File: config.mk
export PLATFORM = sky130hd
export DESIGN_NAME = load_align_writeback
export DESIGN_NICKNAME = d
export VERILOG_FILES = /design/src/design/lsu_pkg.sv /design/src/design/lsu_fifo.sv /design/src/design/load_align_writeback.sv
export SDC_FILE = /design/constraint.sdc
export NUM_CORES = 1
export LEC_CHECK = 0
export ABC_AREA = 1
export BUFFER_PORTS_ARGS = -buffer_cell sky130_fd_sc_hd__buf_2
export CORE_UTILIZATION = 60
export CTS_CLUSTER_SIZE = 12
export DETAILED_ROUTE_END_ITERATION = 8
export GPL_ROUTABILITY_DRIVEN = 0
export PLACE_DENSITY = 0.92
export SYNTH_ARGS = -nofsm -noshare
export SYNTH_HDL_FRONTEND = slang
export SYNTH_SLANG_ARGS = --single-unit
File: constraint.sdc
create_clock -name clk -period 4.6 [get_ports clk]
set_input_delay 0.46 -clock clk [delete_from_list [all_inputs] [get_ports clk]]
set_output_delay 0.46 -clock clk [all_outputs]
set_load 0.02 [all_outputs]
File: src/design/lsu_pkg.sv
package lsu_pkg;

    // Data and address width
    localparam int XLEN = 32;

    // Address bit that selects the APB region
    localparam int BUS_REGION_BIT = 31;

    // Access size, same encoding as the fn3 field of loads and stores
    typedef enum logic [2:0] {
        LS_B  = 3'b000,
        LS_H  = 3'b001,
        LS_W  = 3'b010,
        LS_BU = 3'b100,
        LS_HU = 3'b101
    } ls_size_t;

    // APB master transfer phases
    typedef enum logic [1:0] {
        APB_IDLE,
        APB_SETUP,
        APB_ACCESS
    } apb_state_t;

    // Sub-unit that serves an access
    typedef enum logic {
        UNIT_SCRATCH,
        UNIT_BUS
    } ls_unit_t;

endpackage

File: src/design/lsu_fifo.sv
`timescale 1ns/1ps

module lsu_fifo #(
    parameter int WIDTH = 32,
    parameter int DEPTH = 4
) (
    input  logic             clk,
    input  logic             rst,
    input  logic             push,
    input  logic             pop,
    input  logic [WIDTH-1:0] data_in,
    output logic [WIDTH-1:0] data_out,
    output logic             valid,
    output logic             full
);

    localparam int PTR_W = (DEPTH > 1) ? $clog2(DEPTH) : 1;
    localparam int CNT_W = $clog2(DEPTH + 1);

    logic [WIDTH-1:0] mem [DEPTH];
    logic [PTR_W-1:0] wr_ptr;
    logic [PTR_W-1:0] rd_ptr;
    logic [CNT_W-1:0] count;
    logic             do_push;
    logic             do_pop;

    function automatic logic [PTR_W-1:0] next_ptr(input logic [PTR_W-1:0] ptr);
        if (ptr == PTR_W'(DEPTH - 1)) begin
            return '0;
        end
        return ptr + 1'b1;
    endfunction

    // A full FIFO still takes a push when the head leaves in the same cycle
    assign do_pop  = pop & valid;
    assign do_push = push & (~full | do_pop);

    assign valid    = (count != '0);
    assign full     = (count == CNT_W'(DEPTH));
    assign data_out = mem[rd_ptr];

    always_ff @(posedge clk) begin
        if (rst) begin
            wr_ptr <= '0;
            rd_ptr <= '0;
            count  <= '0;
        end else begin
            if (do_push) begin
                wr_ptr <= next_ptr(wr_ptr);
            end
            if (do_pop) begin
                rd_ptr <= next_ptr(rd_ptr);
            end
            if (do_push != do_pop) begin
                count <= do_push ? count + 1'b1 : count - 1'b1;
            end
        end
    end

    always_ff @(posedge clk) begin
        if (do_push) begin
            mem[wr_ptr] <= data_in;
        end
    end

endmodule

File: src/design/load_align_writeback.sv
`timescale 1ns/1ps

module load_align_writeback #(
    parameter int OUT_DEPTH = 4
) (
    input  logic                     clk,
    input  logic                     rst,
    input  logic                     load_issued,
    input  lsu_pkg::ls_size_t        load_fn3,
    input  logic [1:0]               load_offset,
    input  logic                     load_valid,
    input  logic [lsu_pkg::XLEN-1:0] rdata,
    output logic                     attr_pending,
    output logic                     wb_done,
    output logic [lsu_pkg::XLEN-1:0] wb_data,
    input  logic                     wb_accepted
);

    localparam int XLEN = lsu_pkg::XLEN;

    logic [4:0]        attr_head;
    lsu_pkg::ls_size_t head_fn3;
    logic [1:0]        head_offset;
    logic [XLEN-1:0]   shifted;
    logic [XLEN-1:0]   result;

    // Size and byte offset of each load still waiting for its data
    lsu_fifo #(.WIDTH(5), .DEPTH(OUT_DEPTH)) attr_fifo (
        .clk      (clk),
        .rst      (rst),
        .push     (load_issued),
        .pop      (load_valid),
        .data_in  ({load_fn3, load_offset}),
        .data_out (attr_head),
        .valid    (attr_pending),
        .full     ()
    );

    assign head_fn3    = lsu_pkg::ls_size_t'(attr_head[4:2]);
    assign head_offset = attr_head[1:0];

    // Addressed byte or halfword moved down to lane 0
    assign shifted = rdata >> {head_offset, 3'b000};

    always_comb begin
        case (head_fn3)
            lsu_pkg::LS_B:  result = {{24{shifted[7]}}, shifted[7:0]};
            lsu_pkg::LS_H:  result = {{16{shifted[15]}}, shifted[15:0]};
            lsu_pkg::LS_BU: result = {24'b0, shifted[7:0]};
            lsu_pkg::LS_HU: result = {16'b0, shifted[15:0]};
            default:        result = shifted;
        endcase
    end

    lsu_fifo #(.WIDTH(XLEN), .DEPTH(OUT_DEPTH)) wb_fifo (
        .clk      (clk),
        .rst      (rst),
        .push     (load_valid),
        .pop      (wb_accepted & wb_done),
        .data_in  (result),
        .data_out (wb_data),
        .valid    (wb_done),
        .full     ()
    );

endmodule

# Word level (Yosys, flattened, before mapping)
# Memory sizes are Yosys's and may differ from the RTL's. A register that Yosys moved wholly into a read port is not among the register bits.
# Index checks and enable logic that the tools add are counted.
# Widths: inputs -> output; s select.
# totals
reg_bits,14
ramBits,148
in_bits,42
output_inout_bits,34
n_memories,2
elab_cells,71
# op_classes
n_addsub,8
eq_ne,11
bitwise,9
reduce_logical,3
shift,1
muxes,31
# memory_table
name,depth,width,rd,rd_clocked_by_memory_dff,wr,line_no,source
wb_fifo.mem,4,32,1,1,1,lsu_fifo.sv:20,logic [WIDTH-1:0] mem [DEPTH];
attr_fifo.mem,4,5,1,1,1,lsu_fifo.sv:20,
# op_table
cell,count
$pmux 32 s4,1
$shr 32x5->32,1
$mux 2,12
$mux 1,16
$eq 3x3->1 const B,4
$add 2x1->2 const B,4
$eq 2x2->1 const B,4
$add 3x1->3 const B,2
$mux 3,2
$reduce_bool 3->1,2
$sub 3x1->3 const B,2
$and 1x1->1,5
$eq 3x1->1 const B,1
$logic_not 3->1,1
$ne 1x1->1,2
$not 1->1,2
$or 1x1->1,2

# Logic depth before layout (Yosys ltp)
# logic_depth
ltp_word,8
ltp_mapped,11
ltp_nobuf,11

# Cells and area by module
# A second synthesis with hierarchy kept.
# hier_totals
cells_unflattened,645
area_unflattened_um2,7439.6
# modules_own_cells
mod,area_per_inst_um2,seq_area_each_um2,n_inst,cells_per_inst
lsu_fifo at wb_fifo,5261.3,4023.9,1,374
lsu_fifo at attr_fifo,1249.9,780.7,1,111
load_align_writeback,928.4,0.0,1,160

# Worst setup path after synthesis
# No wires, ideal clock.
# synth_timing
path_type,input to register
from,input wb_accepted
to,memory wb_fifo.mem[0][0] (enable)
slack_ns,2.068
path_buffers,0
arrival_ns,2.111
t_required_ns,4.179
setup_ns,0.421
cell_stages,4
cell_sequence,inv_1 -> nand3_1 -> nand2_1 -> nor2_1
# synth_via
elab_chain_cells,6
# synth_rtl
element,line_no,source
from (decl),load_align_writeback.sv:16,input logic wb_accepted
$and 1x1->1,load_align_writeback.sv:59,".pop (wb_accepted & wb_done),"
$and 1x1->1,lsu_fifo.sv:35,assign do_pop = pop & valid;
$or 1x1->1,lsu_fifo.sv:36,assign do_push = push & (~full | do_pop);
$and 1x1->1,lsu_fifo.sv:36,
$mux 1,lsu_fifo.sv:61,if (do_push) begin
$mux 1 (implied by the code),lsu_fifo.sv:62,mem[wr_ptr] <= data_in;
to (decl),lsu_fifo.sv:20,
# Every way passes these cells.

==> parameters.txt <==
Parameter                              Value

Cells and area
  Final core utilization    0.698
  Finished Layout Cells    891
  Nets    785
  Number of fillers in the final layout    about 800
  Share of post-route cells with drive strength above 1    0.190
  Number of diodes    0
  Synthesis-to-layout area growth    13.9%

Floorplan
  Y dimension of the die    ~110 µm
  Initial Utilization    0.613
  Number of top-level pins    between 70 and 80
  Die width    113 µm
  Die Outline Area    between 0.01 and 0.015 mm²
  Count of standard-cell rows    40
  Placeable core area    0.0120 mm²

Routing
  Mean routed wirelength per cell    18.0 µm
  Iter 0 DRT Violations    708
  DR DRC count    1
  Routed WL    16100 µm
  Detailed-routing iteration count for the pre-antenna-repair pass    7
  Routed via count    approximately 5300
  Antenna viol nets, final    0
  Per-cell via count in the routed design    6.00

Power
  Leak Pwr    0.00333 µW
  Total design power    4850 µW
  Power Dens Cells    581 mW/mm²
  Worst vdd rail ir drop    0.265 mV

Worst setup path
  Nature of the critical path startpoint    flip-flop
  Required arrival time at the worst endpoint    roughly 4.1 ns
  Crit Reg-Reg Endpoint    wb_fifo.mem[1][22]
  Path depth of the worst reg2reg path    8
  Capturing element type of the critical path    output pin
  Critical-path maximum fanout    33
  R2R setup slack    2.12 ns
  Crit Path Class    reg2out
  Worst Path Arrival    approximately 2.4 ns

Logic synthesis
  Warnings from Yosys    0
  Basic-gate share of the synthesized area counting and, or, nand and nor cells    0.171
  Number of synthesized register bits    166
  Post-synthesis average cell area    11.0 µm²
  Gate count after technology mapping    664
  Area contributors post-synth    edfxtp_1, o21ai_0, nand2_1
  Area fraction of the dominant cell type after synthesis    0.606
  Xor-xnor portion of the synthesized cell area    0.00119
  Count of distinct cell types in the synthesized netlist    35
  Biggest area consumer among synthesized cells    edfxtp_1
  Proportion of synthesized area in mux cells    0
  Compound-Gate Fraction of Synth Area    0.103
  Post-Syn Nets    718
  Area of the mapped netlist    0.00733 mm²
  Adder and majority gate portion of the synthesized area    0.0215
  Main combinational cell family by area after synthesis    simple AND/OR/NAND/NOR gates
  Fraction of the yosys area taken by sequential cells    0.656

Worst hold path
  Worst min path class    in2reg
  Worst hold stages    2
  Worst Hold End    wb_fifo.wr_ptr[0]
  Hold path startpoint    rst

Place
  Total of buffers placed on input and output ports    75
  HPWL Detailed    10300 µm
  Setup Slack @ Placement    approximately 2.2 ns
  # placed instances    roughly 860

Outcome
  Result of the run    finished, violations left
  Violations in the final reports    DRC

Clock network
  Reg clk slew, reported paths    0.06 ns
  Buffer count from post-CTS setup fixing    0
  CTS max path bufs    2
  Number of buffers added by the clock tree synthesis step    17
  Count of cells resized by post-cts repair    0
  CTS root buffer    clkbuf_16
  Number of levels the H-tree was split into    4
  Clock sink count    166
  Clock insertion delay at the later pin of the skew report    0.43 ns
  CTS Hold Bufs    0
  Clock tree from TritonCTS    done

Global routing
  Antenna violations before repair    1
  Number of global-route vias before repair    5220
  Largest net degree at the start of global routing    63
  Remaining Overflow, GRT    0
  First-pass GRT wire length    25600 µm
  Global-route total usage across every layer    0.270

Timing
  Final Slew Violations    0
  Worst rel slew slack    0.401
  Number of hold violations in the final report    0
  Period minus WS final    2.89 ns
  Final setup slack of the worst path    1.71 ns
  Final setup vio count    0
  Final period utilization    0.628
  Sum of negative setup slack    0 ns
  Max Clock Freq    0.346 GHz
  Worst-margin pin slew    0.897 ns
  RSZ-0062 raised after global routing    no
  Setup Skew    ~0.0068 ns

Job
  Max Cap Viol    0
==> cell usage in the layout (no fill, tap or decap), types with 4 or more instances in the layout <==
master,count
bufinv_16,4
nor2_2,5
buf_2,75
edfxtp_1,148
o22ai_1,32
nand2_1,109
ha_1,11
a21oi_1,8
nand3_1,47
buf_4,7
nand3_2,13
nor2_1,94
clkinv_1,6
clkbuf_16,17
inv_1,30
dfxtp_1,17
o21ai_0,90
==> synth_stat cells <==
cell / n
buf_6: 7
nor2_2: 1
inv_2: 2
nand2_1: 109
edfxtp_1: 148
a211oi_1: 2
buf_4: 3
inv_1: 30
nor2_1: 98
ha_1: 11
nand3b_1: 1
o21ai_1: 2
o22ai_1: 32
nand3_2: 13
dfxtp_1: 18
nand2_2: 2
o21ai_0: 90
nor2_4: 1
buf_12: 1
clkbuf_1: 17
clkinv_1: 1
nand3_1: 47
o211ai_1: 1
nand2_4: 3
fa_1: 1
xor2_1: 1
buf_1: 2
inv_4: 1
a21oi_1: 8
o21ai_2: 1
buf_2: 4
o211a_1: 2
inv_6: 1
and2_1: 1
nand3_4: 2
==> sequential cells by signal, summed over array words and instances (netlist names), named ones only <==
| name | cells |
|---|---|
| wb_fifo.mem | 128 |
| wb_fifo.wr_ptr | 2 |
| attr_fifo.count | 3 |
| attr_fifo.mem | 20 |
| attr_fifo.wr_ptr | 2 |
| attr_fifo.rd_ptr | 2 |
| wb_fifo.count | 3 |
| wb_fifo.rd_ptr | 2 |
==> metrics by stage <==
stage / instance area, µm² / hold WS [ns]
finish: 8350 / 0.242
global placement: 7740 / 0.481
global route: 8350 / 0.244
CTS: 8350 / 0.226
detailed placement: 7740 / 0.491
floorplan: 7330 / 0.463
==> where the power goes <==
part | internal [µW] | switching [µW] | leakage, µW
sequential | 1990 | 79.7 | 0.00153
combinational | 372 | 964 | 0.00151
clock | 899 | 549 | 0.000291
total | 3260 | 1590 | 0.00333
==> per-layer routing <==
metal / global-route usage / wire length, µm / vias up
met5: 0 / 0 / -
met2: 0.468 / 8070 / 319
li1: - / - / 2479
met3: 0.0659 / 1380 / 55
met4: 0.134 / 560 / 0
met1: 0.315 / 6040 / 2495
==> cell families after synthesis <==
family          count (synthesis)
simple gates                  278
buf+inv                        69
flops                         166
fa+ha+maj                      12
xor+xnor                        1
compound gates                138
==> critical path, stage by stage (launching register included) <==
cell and delay (ns):
dfxtp_1 0.30, buf_4 0.24, inv_1 0.70, o21ai_0 0.25, o22ai_1 0.28, buf_2 0.23
==> worst max-delay path by stage <==
| stage | endpoint | cells past startpoint |
|---|---|---|
| global placement | wb_data[25] | 5 |
| finish | wb_data[25] | 5 |
| detailed placement | wb_data[25] | 5 |
| floorplan | wb_fifo.mem[0][0] | 4 |
| CTS | wb_data[25] | 5 |
| global route | wb_data[25] | 5 |
==> area by class of cell <==
| type | instances | area, µm² | share of cell area |
|---|---|---|---|
| Sequential cell | 166 | 4810 | 0.576 |
| Tap cell | 147 | 184 | 0.0220 |
| Timing Repair Buffer | 82 | 428 | 0.0513 |
| Multi-Input combinational cell | 429 | 2180 | 0.262 |
| Clock inverter | 15 | 183 | 0.0219 |
| Inverter | 35 | 139 | 0.0166 |
| Clock buffer | 17 | 425 | 0.0510 |
Note: power is estimated with default switching activity, not from simulation.
