[src/design/lsu_pkg.sv]
package lsu_pkg;

    // Data and address width
    localparam int XLEN = 32;

    // Address bit that selects the APB region
    localparam int BUS_REGION_BIT = 31;

    // Access size, same encoding as the fn3 field of loads and stores
    typedef enum logic [2:0] {
        LS_B  = 3'b000,
        LS_H  = 3'b001,
        LS_W  = 3'b010,
        LS_BU = 3'b100,
        LS_HU = 3'b101
    } ls_size_t;

    // APB master transfer phases
    typedef enum logic [1:0] {
        APB_IDLE,
        APB_SETUP,
        APB_ACCESS
    } apb_state_t;

    // Sub-unit that serves an access
    typedef enum logic {
        UNIT_SCRATCH,
        UNIT_BUS
    } ls_unit_t;

endpackage

[src/design/lsu_fifo.sv]
`timescale 1ns/1ps

module lsu_fifo #(
    parameter int WIDTH = 32,
    parameter int DEPTH = 4
) (
    input  logic             clk,
    input  logic             rst,
    input  logic             push,
    input  logic             pop,
    input  logic [WIDTH-1:0] data_in,
    output logic [WIDTH-1:0] data_out,
    output logic             valid,
    output logic             full
);

    localparam int PTR_W = (DEPTH > 1) ? $clog2(DEPTH) : 1;
    localparam int CNT_W = $clog2(DEPTH + 1);

    logic [WIDTH-1:0] mem [DEPTH];
    logic [PTR_W-1:0] wr_ptr;
    logic [PTR_W-1:0] rd_ptr;
    logic [CNT_W-1:0] count;
    logic             do_push;
    logic             do_pop;

    function automatic logic [PTR_W-1:0] next_ptr(input logic [PTR_W-1:0] ptr);
        if (ptr == PTR_W'(DEPTH - 1)) begin
            return '0;
        end
        return ptr + 1'b1;
    endfunction

    // A full FIFO still takes a push when the head leaves in the same cycle
    assign do_pop  = pop & valid;
    assign do_push = push & (~full | do_pop);

    assign valid    = (count != '0);
    assign full     = (count == CNT_W'(DEPTH));
    assign data_out = mem[rd_ptr];

    always_ff @(posedge clk) begin
        if (rst) begin
            wr_ptr <= '0;
            rd_ptr <= '0;
            count  <= '0;
        end else begin
            if (do_push) begin
                wr_ptr <= next_ptr(wr_ptr);
            end
            if (do_pop) begin
                rd_ptr <= next_ptr(rd_ptr);
            end
            if (do_push != do_pop) begin
                count <= do_push ? count + 1'b1 : count - 1'b1;
            end
        end
    end

    always_ff @(posedge clk) begin
        if (do_push) begin
            mem[wr_ptr] <= data_in;
        end
    end

endmodule

[src/design/ls_issue_stage.sv]
`timescale 1ns/1ps

module ls_issue_stage #(
    parameter int IN_DEPTH  = 4,
    parameter int OUT_DEPTH = 4
) (
    input  logic                       clk,
    input  logic                       rst,
    input  logic                       req_valid,
    output logic                       req_ready,
    input  logic                       req_load,
    input  logic                       req_store,
    input  lsu_pkg::ls_size_t          req_fn3,
    input  logic [lsu_pkg::XLEN-1:0]   req_addr,
    input  logic [lsu_pkg::XLEN-1:0]   req_data,
    input  logic                       scratch_ready,
    input  logic                       bus_ready,
    input  logic                       load_valid,
    input  logic                       wb_accepted,
    input  logic                       attr_pending,
    output logic                       scratch_request,
    output logic                       bus_request,
    output logic [lsu_pkg::XLEN-1:0]   addr,
    output logic [lsu_pkg::XLEN/8-1:0] be,
    output logic [lsu_pkg::XLEN-1:0]   wdata,
    output logic                       rnw,
    output logic                       load_issued,
    output lsu_pkg::ls_size_t          load_fn3,
    output logic [1:0]                 load_offset,
    output logic                       misaligned
);

    localparam int XLEN  = lsu_pkg::XLEN;
    localparam int REQ_W = 5 + 2 * XLEN;
    localparam int CNT_W = $clog2(OUT_DEPTH + 1);

    logic [REQ_W-1:0]  head;
    logic              head_valid;
    logic              fifo_full;
    logic              head_load;
    logic              head_store;
    lsu_pkg::ls_size_t head_fn3;
    logic [XLEN-1:0]   head_data;
    logic              aligned;
    logic              issue;
    lsu_pkg::ls_unit_t cur_unit;
    lsu_pkg::ls_unit_t last_unit;
    logic              last_return;
    logic              unit_stall;
    logic [CNT_W-1:0]  inflight;
    logic [CNT_W-1:0]  sub_pending;

    lsu_fifo #(.WIDTH(REQ_W), .DEPTH(IN_DEPTH)) req_fifo (
        .clk      (clk),
        .rst      (rst),
        .push     (req_valid & ~fifo_full),
        .pop      (issue | misaligned),
        .data_in  ({req_load, req_store, req_fn3, req_addr, req_data}),
        .data_out (head),
        .valid    (head_valid),
        .full     (fifo_full)
    );

    assign req_ready  = ~fifo_full;
    assign head_load  = head[REQ_W-1];
    assign head_store = head[REQ_W-2];
    assign head_fn3   = lsu_pkg::ls_size_t'(head[REQ_W-3 -: 3]);
    assign addr       = head[2*XLEN-1 -: XLEN];
    assign head_data  = head[XLEN-1:0];

    always_comb begin
        case (head_fn3)
            lsu_pkg::LS_H, lsu_pkg::LS_HU: aligned = ~addr[0];
            lsu_pkg::LS_W:                 aligned = (addr[1:0] == 2'b00);
            default:                       aligned = 1'b1;
        endcase
    end

    // Byte lanes written by a store, loads leave them all clear
    always_comb begin
        be = '0;
        if (head_store) begin
            case (head_fn3[1:0])
                2'b10:   be = 4'b1111;
                2'b01:   be = addr[1] ? 4'b1100 : 4'b0011;
                default: be = 4'b0001 << addr[1:0];
            endcase
        end
    end

    // Store data copied into every lane it may land in
    always_comb begin
        case (head_fn3[1:0])
            2'b10:   wdata = head_data;
            2'b01:   wdata = {2{head_data[15:0]}};
            default: wdata = {4{head_data[7:0]}};
        endcase
    end

    assign cur_unit = addr[lsu_pkg::BUS_REGION_BIT] ? lsu_pkg::UNIT_BUS : lsu_pkg::UNIT_SCRATCH;

    // Last outstanding load returns this cycle, so the other unit may start
    assign last_return = load_valid & (sub_pending == CNT_W'(1));
    assign unit_stall  = (cur_unit != last_unit) & attr_pending & ~last_return;

    assign issue = head_valid & aligned & scratch_ready & bus_ready & ~unit_stall
                 & (inflight < CNT_W'(OUT_DEPTH));
    assign misaligned = head_valid & ~aligned;

    assign scratch_request = issue & (cur_unit == lsu_pkg::UNIT_SCRATCH);
    assign bus_request     = issue & (cur_unit == lsu_pkg::UNIT_BUS);
    assign rnw             = head_load;
    assign load_issued     = issue & head_load;
    assign load_fn3        = head_fn3;
    assign load_offset     = addr[1:0];

    always_ff @(posedge clk) begin
        if (rst) begin
            inflight    <= '0;
            sub_pending <= '0;
            last_unit   <= lsu_pkg::UNIT_SCRATCH;
        end else begin
            // Loads count until the core takes their result
            if (load_issued != wb_accepted) begin
                inflight <= load_issued ? inflight + 1'b1 : inflight - 1'b1;
            end
            if (load_issued != load_valid) begin
                sub_pending <= load_issued ? sub_pending + 1'b1 : sub_pending - 1'b1;
            end
            if (issue) begin
                last_unit <= cur_unit;
            end
        end
    end

endmodule

[config.mk]
export PLATFORM = sky130hd
export DESIGN_NAME = ls_issue_stage
export DESIGN_NICKNAME = d
export VERILOG_FILES = /design/src/design/lsu_pkg.sv /design/src/design/lsu_fifo.sv /design/src/design/ls_issue_stage.sv
export SDC_FILE = /design/constraint.sdc
export NUM_CORES = 1
export LEC_CHECK = 0
export BUFFER_PORTS_ARGS = -buffer_cell sky130_fd_sc_hd__buf_2
export CORE_ASPECT_RATIO = 1.5
export CORE_MARGIN = 8
export CORE_UTILIZATION = 45
export DETAILED_ROUTE_END_ITERATION = 10
export HOLD_SLACK_MARGIN = 0.1
export PLACE_DENSITY = 0.74
export SLEW_MARGIN = 30
export SYNTH_ARGS = -nofsm -noshare
export SYNTH_HDL_FRONTEND = slang
export SYNTH_SLANG_ARGS = --single-unit
[constraint.sdc]
create_clock -name clk -period 4 [get_ports clk]
set_input_delay 0.8 -clock clk [delete_from_list [all_inputs] [get_ports clk]]
set_output_delay 0.8 -clock clk [all_outputs]
set_load 0.005 [all_outputs]
* After elaboration in Yosys (flattened, before gate mapping)
Memories as Yosys holds them, arrays and structs flattened. A register that Yosys moved wholly into a read port is not among the register bits.
Index checks and enable logic that the tools add are counted.
** Word-level totals
- Bits in registers :: 14
- RAM bits :: 276
- Bits of input ports :: 77
- Output and inout bits :: 79
- Logic and storage cells :: 79
- Memories :: 1
** Cells by class
- Add/sub/neg operators :: 8
- $lt $le $gt $ge :: 1
- Equality and inequality tests :: 13
- Shift operators :: 1
- Muxes and demuxes :: 23
- Bitwise logic cells :: 23
- Reductions and logical operators :: 3
** Memories
- req_fifo.mem :: depth 4, width 69, rd ports 1, clocked after Yosys merged registers in 1, wr ports 1, line lsu_fifo.sv:20 : logic [WIDTH-1:0] mem [DEPTH];
** Operators by type and width (number)
- case mux 32 bit (2 select lines) :: 1
- AND 1 bit :: 15
- two-way mux 2 bit :: 6
- adder 3 x 1 -> 3 bit, second input constant :: 3
- two-way mux 1 bit :: 9
- two-way mux 3 bit :: 3
- subtractor 3 x 1 -> 3 bit, second input constant :: 3
- two-way mux 4 bit :: 2
- case mux 4 bit (2 select lines) :: 1
- equality test 2 bit, second input constant :: 3
- equality test 3 x 1 -> 1 bit, second input constant :: 2
- equality test 3 bit, second input constant :: 2
- inverter 1 bit :: 6
- adder 2 x 1 -> 2 bit, second input constant :: 2
- inequality test 1 bit :: 4
- left shift 1 x 2 -> 4 bit, first input constant :: 1
- equality test 3 x 2 -> 1 bit, second input constant :: 1
- < comparator 3 bit, second input constant :: 1
- nonzero test 3 bit :: 1
- equality test 2 x 1 -> 1 bit, second input constant :: 1
- logical NOT 2 bit :: 1
- bitwise OR 1 bit :: 2
- case mux 1 bit (2 select lines) :: 1
- OR reduction 2 bit :: 1

* Logic depth before layout (Yosys ltp)
- Word-level depth :: 15
- Mapped depth :: 16
- Gate-level depth less buffers :: 11

* Cells and area by module
A second synthesis with hierarchy kept.
** Second synthesis, totals
- Cell total of the unflattened synthesis :: 567
- Area total of the unflattened synthesis :: 11511.0 um^2
** Modules (own cells, without submodules)
- lsu_fifo :: times used 1, cells an instance 424, area an instance 10496.3 um^2, sequential area each 8468.1 um^2
- ls_issue_stage :: times used 1, cells an instance 143, area an instance 1014.7 um^2, sequential area each 140.1 um^2

* Worst setup path before layout
Ideal clock, no wire load.
- Path type :: register to register
- From :: register (tool-made name)
- To :: register inflight[2]
- Library setup time :: 0.074 ns
- Arrival :: 3.901 ns
- Slack :: 0.024 ns
- Stages on the path, launching flop included :: 16
- Buffers on the path :: 5
- Period minus slack after synthesis :: 3.976 ns
- Path through :: dfxtp_1 buf_6 buf_2 buf_2 buf_2 mux4_2 ha_1 a31o_2 o32ai_4 or3b_1 buf_6 fa_1 nand2b_1 nor2_1 nand2_1 a31oi_1
** RTL lines
- to (signal assigned) :: line ls_issue_stage.sv:125 : inflight <= load_issued ? inflight + 1'b1 : inflight - 1'b1;
- to (decl) :: line ls_issue_stage.sv:50 : logic [CNT_W-1:0] inflight;

==> impl_metrics.tcl <==
set metrics [dict create \
    path_cells "mux4_2, inv_1, ha_1, nor3b_1, o32ai_4, or3b_4, inv_1, buf_2" \
    ioPinCount 156 \
    start_kind "flop" \
    cts_buffers 27 \
    firstDrtPassIters 5 \
    root_buffer "clkbuf_16" \
    drive_gt1_frac 0.394 \
    slowest_stage "mux4_2" \
    antenna_found_initial 6 \
    drv_slew 0 \
    rows 71 \
    synth.distinct_cells 38 \
    relSlewSlack 0.469 \
    grt_pass1_wl_mm 35.4 \
    coreArea_um2 25000 \
    met1_usage 0.166 \
    final_common_cell "edfxtp_1" \
    async_reset_ff_frac 0 \
    critPathMaxFanout 9 \
    synth_fp_nets 653 \
    cts_tree "yes" \
    power.leakage_nw 4.70 \
    cp_common_cell "inv_1" \
    drtIter0Drc 334 \
    max_slew.worst_pin.slew_ns 0.797 \
    cp.required_ns 3.20 \
    cts_max_level 1 \
    hold_path.class "input pin to flop" \
    cts_setup_buffers 0 \
    end_kind "primary output" \
    pre_cts_slack_ns 0.624 \
    maxCapViolations 0 \
    grt_usage 0.150 \
    ant_nets 0 \
    setup_viol 0 \
    final_core_util 0.541 \
    synth_edf_count 276 \
    wl_per_cell_um 21.6 \
    hpwl_mm 15.5 \
    synth_top_cell_area_share 0.727 \
    skew_ns 0.0170 \
    syn2layout_area_growth_pct 18.5 \
    r2r_slack_ns 0.81 \
    drt-total-wl_mm 23.4 \
    synth_area_um2 11400 \
    grt_max_degree 50 \
    critPathArrivalTime_ns 2.91 \
    drc 0 \
    status "completed" \
    setup_slack_ns 0.285 \
    gp_congestion 0.755 \
    ys_top_cells_by_area "edfxtp_1, mux4_2, dfxtp_1, nand2_1, ha_1" \
    die_width_um 146 \
    finalHoldViolCount 0 \
    holdBufCountCts 0 \
    cts.path.max_buffers 3 \
    ys.warnings.count 0 \
    path_buf_inv 3 \
    yosysSeqAreaShare 0.755 \
    finalCritPeriodShare 0.929 \
    crit_family "simple AND/OR/NAND/NOR gates" \
    numPortBuffers 155 \
    mostFrequentLayoutCells "edfxtp_1, buf_2, mux4_2, nand2_1, clkbuf_16" \
    fin_setup_tns_ns 0 \
    die_y_um 211 \
    start_util 0.457 \
    pwr_density_cell_nw_per_um2 649 \
    syn_inst 564 \
    rsz0062_at_grt "false" \
    slowest_delay_ns 0.55 \
    met2_usage 0.266 \
    nets 823 \
    grt_pass1_vias 6116 \
    clock-sinks 292 \
    yosys_most_used_dff "edfxtp_1" \
    grtUsageMet3 0.0377 \
    gr-max-usage-layer "met2" \
    max_freq_ghz 0.269 \
    syn_avg_cell_area_um2 20.2 \
    vdd_drop_max_mv 0.428 \
    path_class "flop to primary output" \
    ys_ff_latch 292 \
    vias_per_cell 5.36 \
    clock_latency_ns 0.54 \
    vias 5817 \
    clk_pin_slew_worst_paths_ns 0.07 \
    yosys.area.top_type "edfxtp_1" \
    fin_crit_ns 3.71 \
    gr-total-overflow 0 \
    dieArea_um2 30800 \
]
==> final cells by class <==
class,instances,area [um^2]
antenna,4,10.0
clock buffer,31,691
clock inverter,17,205
fill,1946,11400
inverter,11,41.3
multi-input combinational,232,2640
sequential,292,8620
tap,328,410
timing repair buffer,170,905
==> registers in the layout, indices dropped and copies added, names as in the netlist, named ones only <==
name             count
req_fifo.count       3
last_unit            1
inflight             3
req_fifo.rd_ptr      2
sub_pending          3
req_fifo.mem       276
req_fifo.wr_ptr      2
==> worst reg2reg max path: stages, from the launching register on <==
cell and delay, ns:
dfxtp_4 0.43, mux4_2 0.56, inv_1 0.08, ha_1 0.21, nor3b_1 0.10, o32ai_4 0.36
or3b_4 0.50, fa_1 0.44, nand2b_1 0.16, nor2_1 0.09, nand2_1 0.06, a31oi_1 0.15
==> per-stage QoR <==
step	power [mW]	hold WS, ns	area, um^2	std cells
detailed placement	6.30	0.484	12600	1033
finish	8.77	0.477	13500	1085
global placement	6.26	0.480	12600	1033
CTS	8.89	0.451	13500	1081
floorplan	5.35	0.460	11400	564
global route	9.19	0.456	13500	1085
==> routing by layer <==
| metal | wire, um | up-vias |
|---|---|---|
| li1 | - | 2620 |
| met1 | 8810 | 2964 |
| met2 | 12400 | 188 |
| met3 | 1550 | 41 |
| met4 | 687 | 4 |
| met5 | 23 | - |
==> cells by family after synthesis <==
kind of cell,count (synthesis),share of synthesized area
AO/OA/AOI/OAI,45,0.0282
AND/OR/NAND/NOR,90,0.0365
flip-flops,292,0.755
adder cells (fa/ha/maj),12,0.0145
XOR/XNOR,4,0.00428
buffers and inverters,40,0.0161
multiplexers,81,0.145
==> worst paths after layout <==
kind	startpoint	to	cells past startpoint
worst max-delay path	flop	load_issued	8
worst max register to register	flop	inflight[2]	11
worst min-delay path	req_data[26]	req_fifo.mem[0][26]	1
worst min register to register	inflight[1]	inflight[1]	2
==> power breakdown <==
group	total (mW)	switching, mW	internal (mW)
Clock	2.57	1.07	1.50
Combinational	2.38	1.28	1.10
Sequential	3.82	0.104	3.71
Total	8.77	2.45	6.31
==> Yosys cell counts, types with 2 or more instances <==
cell type / count
clkbuf_1: 14
buf_4: 3
o21ai_0: 12
and3_1: 4
buf_1: 4
mux2_2: 6
xnor2_1: 2
nand2b_1: 8
ha_1: 10
a22o_1: 8
mux4_2: 67
a22oi_1: 8
nor2b_1: 6
buf_2: 6
edfxtp_1: 276
mux2i_1: 8
nor3_1: 3
o21a_1: 4
or3b_1: 2
nor3b_1: 3
fa_1: 2
buf_6: 2
nand2_1: 35
a21oi_1: 7
inv_1: 11
nor2_1: 26
dfxtp_1: 16
==> repair_timing <==
item,4_1_cts,5_1_grt
resized for setup,0,3
endpoints found under the hold margin,0,0
endpoints found under the setup margin,0,6
(Power assumes the default switching activity.)
