## config.mk

```make
export PLATFORM = sky130hd
export DESIGN_NAME = apb_ls_master
export DESIGN_NICKNAME = d
export VERILOG_FILES = /design/src/design/lsu_pkg.sv /design/src/design/apb_ls_master.sv
export SDC_FILE = /design/constraint.sdc
export NUM_CORES = 1
export LEC_CHECK = 0
export BUFFER_PORTS_ARGS = -buffer_cell sky130_fd_sc_hd__buf_4
export CORE_MARGIN = 3
export CORE_UTILIZATION = 42
export DETAILED_ROUTE_END_ITERATION = 16
export PLACE_DENSITY_LB_ADDON = 0.1
export SLEW_MARGIN = 0
export SYNTH_ARGS = -nofsm -noshare
export SYNTH_HDL_FRONTEND = slang
export SYNTH_SLANG_ARGS = --single-unit
```

## constraint.sdc

```tcl
create_clock -name clk -period 4.6 [get_ports clk]
set_input_delay 0.46 -clock clk [delete_from_list [all_inputs] [get_ports clk]]
set_output_delay 0.46 -clock clk [all_outputs]
set_load 0.1 [all_outputs]
```

## src/design/lsu_pkg.sv

```systemverilog
package lsu_pkg;

    // Data and address width
    localparam int XLEN = 32;

    // Address bit that selects the APB region
    localparam int BUS_REGION_BIT = 31;

    // Access size, same encoding as the fn3 field of loads and stores
    typedef enum logic [2:0] {
        LS_B  = 3'b000,
        LS_H  = 3'b001,
        LS_W  = 3'b010,
        LS_BU = 3'b100,
        LS_HU = 3'b101
    } ls_size_t;

    // APB master transfer phases
    typedef enum logic [1:0] {
        APB_IDLE,
        APB_SETUP,
        APB_ACCESS
    } apb_state_t;

    // Sub-unit that serves an access
    typedef enum logic {
        UNIT_SCRATCH,
        UNIT_BUS
    } ls_unit_t;

endpackage

```

## src/design/apb_ls_master.sv

```systemverilog
`timescale 1ns/1ps

module apb_ls_master (
    input  logic                       clk,
    input  logic                       rst,
    input  logic                       new_request,
    input  logic [lsu_pkg::XLEN-1:0]   addr,
    input  logic [lsu_pkg::XLEN/8-1:0] be,
    input  logic [lsu_pkg::XLEN-1:0]   wdata,
    input  logic                       rnw,
    output logic                       ready,
    output logic                       rdata_valid,
    output logic [lsu_pkg::XLEN-1:0]   rdata,
    output logic [lsu_pkg::XLEN-1:0]   paddr,
    output logic                       psel,
    output logic                       penable,
    output logic                       pwrite,
    output logic [lsu_pkg::XLEN-1:0]   pwdata,
    output logic [lsu_pkg::XLEN/8-1:0] pstrb,
    input  logic [lsu_pkg::XLEN-1:0]   prdata,
    input  logic                       pready
);

    localparam int XLEN = lsu_pkg::XLEN;

    lsu_pkg::apb_state_t state;
    logic [XLEN-1:0]     addr_q;
    logic [XLEN-1:0]     wdata_q;
    logic [XLEN/8-1:0]   be_q;
    logic                rnw_q;
    logic [XLEN-1:0]     rdata_q;
    logic                start;
    logic                finish;

    assign start  = (state == lsu_pkg::APB_IDLE) & new_request;
    assign finish = (state == lsu_pkg::APB_ACCESS) & pready;

    always_ff @(posedge clk) begin
        if (rst) begin
            state       <= lsu_pkg::APB_IDLE;
            rdata_valid <= 1'b0;
        end else begin
            rdata_valid <= finish & rnw_q;
            case (state)
                lsu_pkg::APB_IDLE:   state <= new_request ? lsu_pkg::APB_SETUP : lsu_pkg::APB_IDLE;
                lsu_pkg::APB_SETUP:  state <= lsu_pkg::APB_ACCESS;
                lsu_pkg::APB_ACCESS: state <= pready ? lsu_pkg::APB_IDLE : lsu_pkg::APB_ACCESS;
                default:             state <= lsu_pkg::APB_IDLE;
            endcase
        end
    end

    // Access fields stay put from SETUP to the end of ACCESS
    always_ff @(posedge clk) begin
        if (start) begin
            addr_q  <= addr;
            wdata_q <= wdata;
            be_q    <= be;
            rnw_q   <= rnw;
        end
        if (finish & rnw_q) begin
            rdata_q <= prdata;
        end
    end

    assign ready   = (state == lsu_pkg::APB_IDLE);
    assign psel    = (state != lsu_pkg::APB_IDLE);
    assign penable = (state == lsu_pkg::APB_ACCESS);
    assign paddr   = addr_q;
    assign pwrite  = ~rnw_q;
    assign pwdata  = wdata_q;
    assign pstrb   = rnw_q ? '0 : be_q;
    assign rdata   = rdata_valid ? rdata_q : '0;

endmodule

```

Word level (Yosys, flattened, before mapping):

Cells that the tools add are included.
W data, S select, Z words.

* mux-type cells: 5
* bitwise logic cells: 4
* reductions and logical operators: 2
* eq/ne operators: 2

Operator list (number)
* $mux W32: 1
* $pmux W2 S3: 1
* $mux W4: 1
* $and A1 B1 Y1: 3
* $eq A2 B1 Y1 const B: 1
* $eq A2 B2 Y1 const B: 1
* $logic_not A2 Y1: 1
* $mux W2: 1
* $reduce_bool A2 Y1: 1
* $mux W1: 1
* $not A1 Y1: 1

* bits of input ports: 105
* bits in registers: 104
* logic and storage cells: 20
* output and inout bits: 105

Logic depth before layout (Yosys ltp):

Gate-level depths: netlist of run 1.

* depth in word-level cells: 3
* gate-level depth with buffers: 2

Worst setup path after synthesis of run 1:

Ideal clock, no wire load.

* kind: in2reg
* from: input port new_request
* to: register be_q[0] (enable)
* cell stages on the path: 1
* library setup time: 485 ps
* arrival time: 3132 ps
* setup slack: 983 ps
* path buffers: 0
* cells stage by stage: nor3b_2

* cells in the longest elaborated chain, start to end: 1

Ends and longest elaborated chain
* start: declaration: RTL line apb_ls_master.sv:6 `input logic new_request,`
* $and A1 B1 Y1: RTL line apb_ls_master.sv:35 `assign start = (state == lsu_pkg::APB_IDLE) & new_request;`
* end signal: assignment: RTL line apb_ls_master.sv:58 `be_q <= be;`
* end: declaration: RTL line apb_ls_master.sv:29 `logic [XLEN/8-1:0] be_q;`

No other way between the ends.
A chain may end at the register's enable or synchronous reset.

Worst setup path in the final report of run 1:

* from: register rdata_valid
* to: output port rdata[31] (netlist bit)

* cells in the longest elaborated chain, start to end: 1

Ends and longest elaborated chain
* start: declaration: RTL line apb_ls_master.sv:12 `output logic rdata_valid,`
* start signal: assignment: RTL line apb_ls_master.sv:43 `rdata_valid <= finish & rnw_q;`
* $mux W32: RTL line apb_ls_master.sv:73 `assign rdata = rdata_valid ? rdata_q : '0;`
* end: declaration: RTL line apb_ls_master.sv:13 `output logic [lsu_pkg::XLEN-1:0] rdata,`

No other way between the ends.

==> key figures, run 1 <==
Power
  • Sw power: 0.669 mW
  • Sw frac: 29.9%
  • Leakage: 2.27 nW
  • Sequential Power Share: 49.7%
  • PwrDens: 418 nW/um^2
  • VDD IR max: 0.239 mV
  • Combinational power share: 21.6%
  • Pwr Total: 2.23 mW
  • Int Pwr: 1.57 mW
  • Part of the power in the clock network: 28.7%

Synthesis
  • Post-synth top area share: 88.8%
  • Compound-Gate Fraction of Synth Area: 0.256%
  • Post-synth EDFFs: 101
  • Most common cell in the netlist: edfxtp_1
  • Yosys Warn Count: 0
  • Largest area contributor in the netlist: edfxtp_1
  • Simple-gate share of the synthesized area: 8.53%
  • Largest cells by area after synthesis: edfxtp_1 89%, and2_1 5.9%, dfxtp_1 1.8%, nor2b_1 0.73%, buf_2 0.44%
  • Cell count after synthesis: 154
  • Multiplexer area fraction after synthesis: 0%
  • Sequential area share after synthesis: 90.5%
  • Average size of a mapped cell: 22.2 sq um
  • Post-synth ARST share: 0%
  • Post-synthesis register bit count: 104
  • Synth Area in Adders: 0%
  • Post-synth cell types: 14
  • Predominant post-synthesis flop cell: edfxtp_1
  • Synthesized cell area: 3420 sq um
  • Main combinational cell family by area after synthesis: simple AND/OR/NAND/NOR gates
  • Post-synth top cells: 101 x edfxtp_1, 32 x and2_1, 4 x nor2b_1
  • Net Count, Synth: 259
  • Xor/xnor share of the synthesized area: 0%

Hold path
  • Hold crit path type: primary input to flip-flop
  • WHS Path Cells: 1
  • Hold Path End: pwdata[31]
  • HP Start: wdata[31]

Clocking
  • CTS tree: yes
  • Setup Buffers After CTS: 0
  • Clk Latency, worst-skew pair: 0.35 ns
  • CTS Root Cell: clkbuf_8
  • Clock Sinks: 104
  • # H-tree levels: 3
  • CTS clk-pin slew, worst paths: 0.10 ns
  • CTS Hold Bufs: 0
  • Post_cts resized: 0
  • Clock buffer depth: 2
  • CTS Buf Count: 9

STA
  • RSZ-0062 raised after global routing: no
  • Worst slew margin: 41.6%
  • Fin crit period: 2.17 ns
  • Final Cycle Share: 47.2%
  • Setup Viol. Count Final: 0
  • Max-slew violation count: 0
  • Fin. Hold Viols: 0
  • Final WS setup: 2.43 ns
  • Worst slew pin tran: 0.876 ns
  • Max Fclk: 461 MHz
  • Clock skew: 0.0107 ns
  • TNS Setup: 0 ns

Drt
  • Remaining DRCs: 0
  • Routed WL: 7610 microns
  • First DRT Iteration DRCs: 33
  • Routed vias/inst: 4.35
  • WL/cell: 15.9 microns
  • ANT nets after route: 0
  • TritonRoute pass-1 iters: 4
  • Via Count: 2079

GRT
  • Met3 Track Usage GR: 7.51%
  • Global-route wire length before repair: 10400 microns
  • Initial antenna violation count: 0
  • Tot GR Track Use: 15.6%
  • Remaining Overflow, GRT: 0
  • GR Layer Usage met1: 15.6%
  • Vias in the first global route: 2114
  • Gr busiest metal: met2
  • Largest net degree at the start of global routing: 71
  • Met2 Use GR: 27.2%

Worst setup path
  • Worst Path Arrival: 1.71 ns
  • Cells along the critical path: and2_1, buf_4
  • Crit path depth: 2
  • Reg2reg end: paddr[22]
  • Worst Path Required: 4.14 ns
  • Kind of end point of the critical path: output pin
  • Critical R2R Launch: state[0]
  • Slowest CP cell: dfxtp_1
  • Setup CP Type: flip-flop to output pin
  • Kind of cell adding the most delay to the critical path: flip-flops
  • R2r setup slk: 2.90 ns
  • CP Buf/Inv Count: 1
  • Slowest cell delay on critical path: 0.82 ns
  • CP max FO: 33
  • R2R depth: 2
  • Setup crit start kind: flip-flop

Place
  • Pre-CTS setup slack: 2.74 ns
  • GP Congestion: 0.704
  • Dpl cell area: 5110 sq um
  • I/O Buffers: 209
  • Hpwl dp: 5700 microns

Finish
  • Final #Nets: 477
  • Diodes inserted: 0
  • Area growth, synth to finish: 56.4%
  • Layout cells sized above 1: 60.6%
  • Final instance area: 5340 sq um
  • Post-layout util: 68.4%

Die
  • I/O pin count: 210
  • Die area: 9250 sq um
  • Die Width: 96.2 microns
  • Number of placement rows: 32
  • Initial Util: 43.7%
  • Core Area: 7810 sq um
  • Die height: 96.2 microns

Run status
  • Run status: finished clean

Run
  • Max cap viols: 0
==> cells in the final DEF, fill, tap and decap left out <==
| cell type | count |
|---|---|
| a21o_2 | 1 |
| and2_1 | 32 |
| and2b_1 | 1 |
| and3_2 | 1 |
| and4b_1 | 1 |
| buf_4 | 210 |
| bufinv_16 | 3 |
| clkbuf_8 | 9 |
| clkinv_1 | 1 |
| clkinvlp_4 | 2 |
| dfxtp_1 | 3 |
| edfxtp_1 | 101 |
| inv_1 | 2 |
| nor2_1 | 2 |
| nor2b_1 | 4 |
| nor2b_4 | 1 |
| nor3b_1 | 1 |
| nor3b_4 | 1 |
==> per-stage QoR <==
stage          instances  hold slack (ns)
2_1_floorplan        154            0.559
3_3_place_gp         463            0.638
3_5_place_dp         463            0.639
4_1_cts              478            0.255
5_1_grt              478            0.253
6_report             478            0.279
==> worst max path at each step <==
| stage | slack [ns] | from | end |
|---|---|---|---|
| after global placement | 2.81 | new_request | pwdata[4] |
| final | 2.43 | rdata_valid | rdata[31] |
| after CTS | 2.35 | rdata_valid | rdata[31] |
| after floorplan | 0.98 | new_request | be_q[0] |
| after global routing | 2.26 | rdata_valid | rdata[0] |
| after detailed placement | 2.74 | rdata_valid | rdata[31] |
==> logic make-up after synthesis <==
logic type             count (synthesis)
AOI/OAI and AO/OA                      1
buffers and inverters                  5
DFF                                  104
and+or+nand+nor                       44
==> registers in the layout, indices dropped and copies added (netlist names) <==
| name | flops |
|---|---|
| pwdata | 32 |
| be_q | 4 |
| rnw_q | 1 |
| rdata_q | 32 |
| paddr | 32 |
| state | 2 |
| rdata_valid | 1 |
==> per-layer routing <==
| layer | wire [microns] | vias up |
|---|---|---|
| met5 | 0 | - |
| met4 | 80 | 0 |
| met3 | 958 | 6 |
| met2 | 4040 | 120 |
| met1 | 2540 | 951 |
| li1 | - | 1002 |
==> worst register-to-register path: stages (launching register included) <==
cell and delay [ns]:
dfxtp_1 0.39, nor3b_4 0.20, buf_4 0.68
==> power groups by stage <==
stage	sequential, mW	clock (mW)	combinational [mW]
detailed placement	1.13	0	0.485
CTS	1.11	0.661	0.485
global route	1.12	0.697	0.496
finish	1.11	0.642	0.482
global placement	1.13	0	0.482
floorplan	1.40	0	0.0718
==> cell type report <==
class                           count  area [sq um]
Multi-Input combinational cell     45           307
Sequential cell                   104          3090
Inverter                            2          7.51
Clock buffer                        9           124
Clock inverter                      6           109
Fill cell                         568          2460
Timing Repair Buffer              210          1580
Tap cell                          102           128
(Power assumes the default switching activity.)
==> inputs of run 2 (changes only) <==
--- a/config.mk
+++ b/config.mk
@@ -5,9 +5,10 @@
 export SDC_FILE = /design/constraint.sdc
 export NUM_CORES = 1
 export LEC_CHECK = 0
+export ABC_AREA = 1
 export BUFFER_PORTS_ARGS = -buffer_cell sky130_fd_sc_hd__buf_4
 export CORE_MARGIN = 3
-export CORE_UTILIZATION = 42
+export CORE_UTILIZATION = 43
 export DETAILED_ROUTE_END_ITERATION = 16
 export PLACE_DENSITY_LB_ADDON = 0.1
 export SLEW_MARGIN = 0
==> constraint.sdc (replaced) <==
create_clock -name clk -period 2.2 [get_ports clk]
set_input_delay 0.22 -clock clk [delete_from_list [all_inputs] [get_ports clk]]
set_output_delay 0.22 -clock clk [all_outputs]
set_load 0.1 [all_outputs]
==> run 2 against run 1 <==
Sequential cell count unchanged. Sequential share of layout area down 0.70 points. Clock power up 110%. Register-to-register slack worse by 2.1 ns. Combinational power up 130%. Clock skew down 0.0025 ns. Hold slack worse by 0.24 ns. Synthesized area up 1.5%. Synthesized cell count up 28%. Count of clock-buffer cells in the layout up 2. Core utilization up 1.2 points. Final cell count up 9.4%. Critical endpoint unchanged.
==> key figures, run 2 <==
Synthesis
  • Net Count, Synth: 302 (was 259)
  • Largest cells by area after synthesis: edfxtp_1 87%, inv_1 4.7%, nand2_1 3.8%, dfxtp_1 1.7%, nor2_1 0.97% (was edfxtp_1 89%, and2_1 5.9%, dfxtp_1 1.8%, nor2b_1 0.73%, buf_2 0.44%)
  • Average size of a mapped cell: 17.6 sq um (was 22.2 sq um)
  • Post-synth EDFFs: 101 (unchanged)
  • Cell count after synthesis: 197 (was 154)
  • Synthesized cell area: 3470 sq um (was 3420 sq um)
  • Largest area contributor in the netlist: edfxtp_1 (unchanged)
  • Yosys Warn Count: 0 (unchanged)
  • Most common cell in the netlist: edfxtp_1 (unchanged)
  • Post-synthesis register bit count: 104 (unchanged)
  • Sequential area share after synthesis: 89.2% (was 90.5%)
  • Post-synth top area share: 87.4% (was 88.8%)
  • Predominant post-synthesis flop cell: edfxtp_1 (unchanged)
  • Post-synth ARST share: 0% (unchanged)
  • Post-synth top cells: 101 x edfxtp_1, 43 x inv_1, 35 x nand2_1 (was 101 x edfxtp_1, 32 x and2_1, 4 x nor2b_1)
  • Post-synth cell types: 8 (was 14)

Place
  • Pre-CTS setup slack: 0.858 ns (was 2.74 ns)
  • I/O Buffers: 209 (unchanged)
  • Dpl cell area: 5180 sq um (was 5110 sq um)
  • GP Congestion: 0.709 (was 0.704)
  • Hpwl dp: 5750 microns (was 5700 microns)

Finish
  • Commonest non-fill, non-tap cell in the layout: buf_4 (unchanged)
  • Diodes inserted: 0 (unchanged)
  • Final #Nets: 522 (was 477)
  • Final instance area: 5410 sq um (was 5340 sq um)
  • Area growth, synth to finish: 56.0% (was 56.4%)
  • Area occupied by multi-input gates: 198 sq um (was 307 sq um)
  • Area occupied by registers: 3090 sq um (unchanged)
  • Most frequent cells in the layout: 211 x buf_4, 101 x edfxtp_1, 43 x inv_1 (was 210 x buf_4, 101 x edfxtp_1, 32 x and2_1)
  • Fillers: 566 (was 568)
  • Layout cells sized above 1: 53.9% (was 60.6%)

Power
  • PwrDens: 876 nW/um^2 (was 418 nW/um^2)
  • VDD IR max: 0.612 mV (was 0.239 mV)
  • Pwr Total: 4.74 mW (was 2.23 mW)
  • Leakage: 2.55 nW (was 2.27 nW)

STA
  • Worst slew margin: 75.1% (was 41.6%)
  • Clock skew: 0.00818 ns (was 0.0107 ns)
  • Final Cycle Share: 73.9%
  • TNS Setup: 0 ns (unchanged)
  • Fin. Hold Viols: 0 (unchanged)
  • Setup Viol. Count Final: 0 (unchanged)
  • Max Fclk: 615 MHz
  • Final WS setup: 0.575 ns (was 2.43 ns)
  • Worst slew pin tran: 0.373 ns (was 0.876 ns)
  • Max-slew violation count: 0 (unchanged)
  • RSZ-0062 raised after global routing: no (unchanged)
  • Fin crit period: 1.62 ns

GRT
  • Met3 Track Usage GR: 8.21% (was 7.51%)
  • Remaining Overflow, GRT: 0 (unchanged)
  • Initial antenna violation count: 0 (unchanged)
  • Largest net degree at the start of global routing: 70 (was 71)
  • Tot GR Track Use: 15.8% (was 15.6%)
  • GR Layer Usage met1: 15.4% (was 15.6%)
  • Met2 Use GR: 27.0% (was 27.2%)
  • Gr busiest metal: met2 (unchanged)
  • Global-route wire length before repair: 10400 microns (about the same)
  • Vias in the first global route: 2147 (was 2114)

Worst setup path
  • Kind of end point of the critical path: output pin (unchanged)
  • Worst Path Arrival: 1.40 ns (was 1.71 ns)
  • CP max FO: 33 (unchanged)
  • Setup CP Type: flip-flop to output pin (unchanged)
  • Worst Path Required: 1.98 ns (was 4.14 ns)
  • Setup crit start kind: flip-flop (unchanged)
  • R2r setup slk: 0.83 ns (was 2.90 ns)

Drt
  • Routed vias/inst: 4.28 (was 4.35)
  • First DRT Iteration DRCs: 86 (was 33)
  • Remaining DRCs: 0 (unchanged)
  • TritonRoute pass-1 iters: 4 (unchanged)
  • ANT nets after route: 0 (unchanged)
  • Via Count: 2236 (was 2079)
  • WL/cell: 14.3 microns (was 15.9 microns)
  • Routed WL: 7490 microns (was 7610 microns)

Hold path
  • Hold crit path type: primary input to flip-flop (unchanged)

Clocking
  • # H-tree levels: 3 (unchanged)
  • Setup Buffers After CTS: 0 (unchanged)
  • Clock Sinks: 104 (unchanged)
  • Clk Latency, worst-skew pair: 0.35 ns (about the same)
  • Clock buffer depth: 2 (unchanged)
  • CTS Buf Count: 9 (unchanged)
  • CTS Hold Bufs: 0 (unchanged)
  • Post_cts resized: 0 (unchanged)
  • CTS tree: yes (unchanged)
  • CTS clk-pin slew, worst paths: 0.09 ns (was 0.10 ns)
  • CTS Root Cell: clkbuf_8 (unchanged)

Die
  • Die Width: 95.8 microns (was 96.2 microns)
  • Die height: 95.8 microns (was 96.2 microns)
  • Core Area: 7770 sq um (was 7810 sq um)
  • I/O pin count: 210 (unchanged)
  • Number of placement rows: 32 (unchanged)
  • Die area: 9180 sq um (was 9250 sq um)
  • Initial Util: 44.7% (was 43.7%)

Run status
  • Run status: finished clean (unchanged)

Run
  • Max cap viols: 0 (unchanged)
## run 2: per-layer routing
metal / part of all wire (%) / vias up
met1: 32 / 1008
met5: 0 / -
met4: 2.9 / 0
li1: - / 1091
met2: 52 / 123
met3: 13 / 14
## run 2: worst max-delay path, stage by stage, from the launching register on
cell	delay, ns
dfxtp_1	0.31
buf_4	0.28
nand2_1	0.10
inv_1	0.07
buf_4	0.28
## run 2: cells by family after synthesis
family | synth area share, %
compound gates | 0.144
buf+inv | 5.63
flops | 89.2
simple gates | 5.05
## run 2: stage by stage
step                std cells  hold WS, ns  util (%)
detailed placement        508        0.399      66.7
floorplan                 197        0.297         -
CTS                       523       0.0216      69.6
global placement          508        0.398      66.7
finish                    523       0.0391      69.6
global route              523       0.0133      69.6
## run 2: path summary, 6_finish.rpt
kind / to / cells after the start / from
worst min register to register: rdata_valid / 2 / state[1]
worst max register to register: rdata_q[8] / 3 / rnw_q
worst min-delay path: rdata_q[21] / 1 / prdata[21]
worst max-delay path: rdata[31] / 4 / rdata_valid
## run 2: report_power, final
| group | internal [mW] | switching (mW) | total [mW] |
|---|---|---|---|
| clock | 0.747 | 0.573 | 1.32 |
| sequential | 2.30 | 0.0287 | 2.33 |
| combinational | 0.249 | 0.843 | 1.09 |
| total | 3.30 | 1.44 | 4.74 |
## run 2: final cells by class
class / count / share of cell area, %
flip-flops and latches: 104 / 57.2
repair buffers: 212 / 29.7
multi-input cells: 47 / 3.65
inverters: 43 / 2.98
clock buffers: 11 / 2.43
well taps: 102 / 2.36
clock inverters: 4 / 1.73
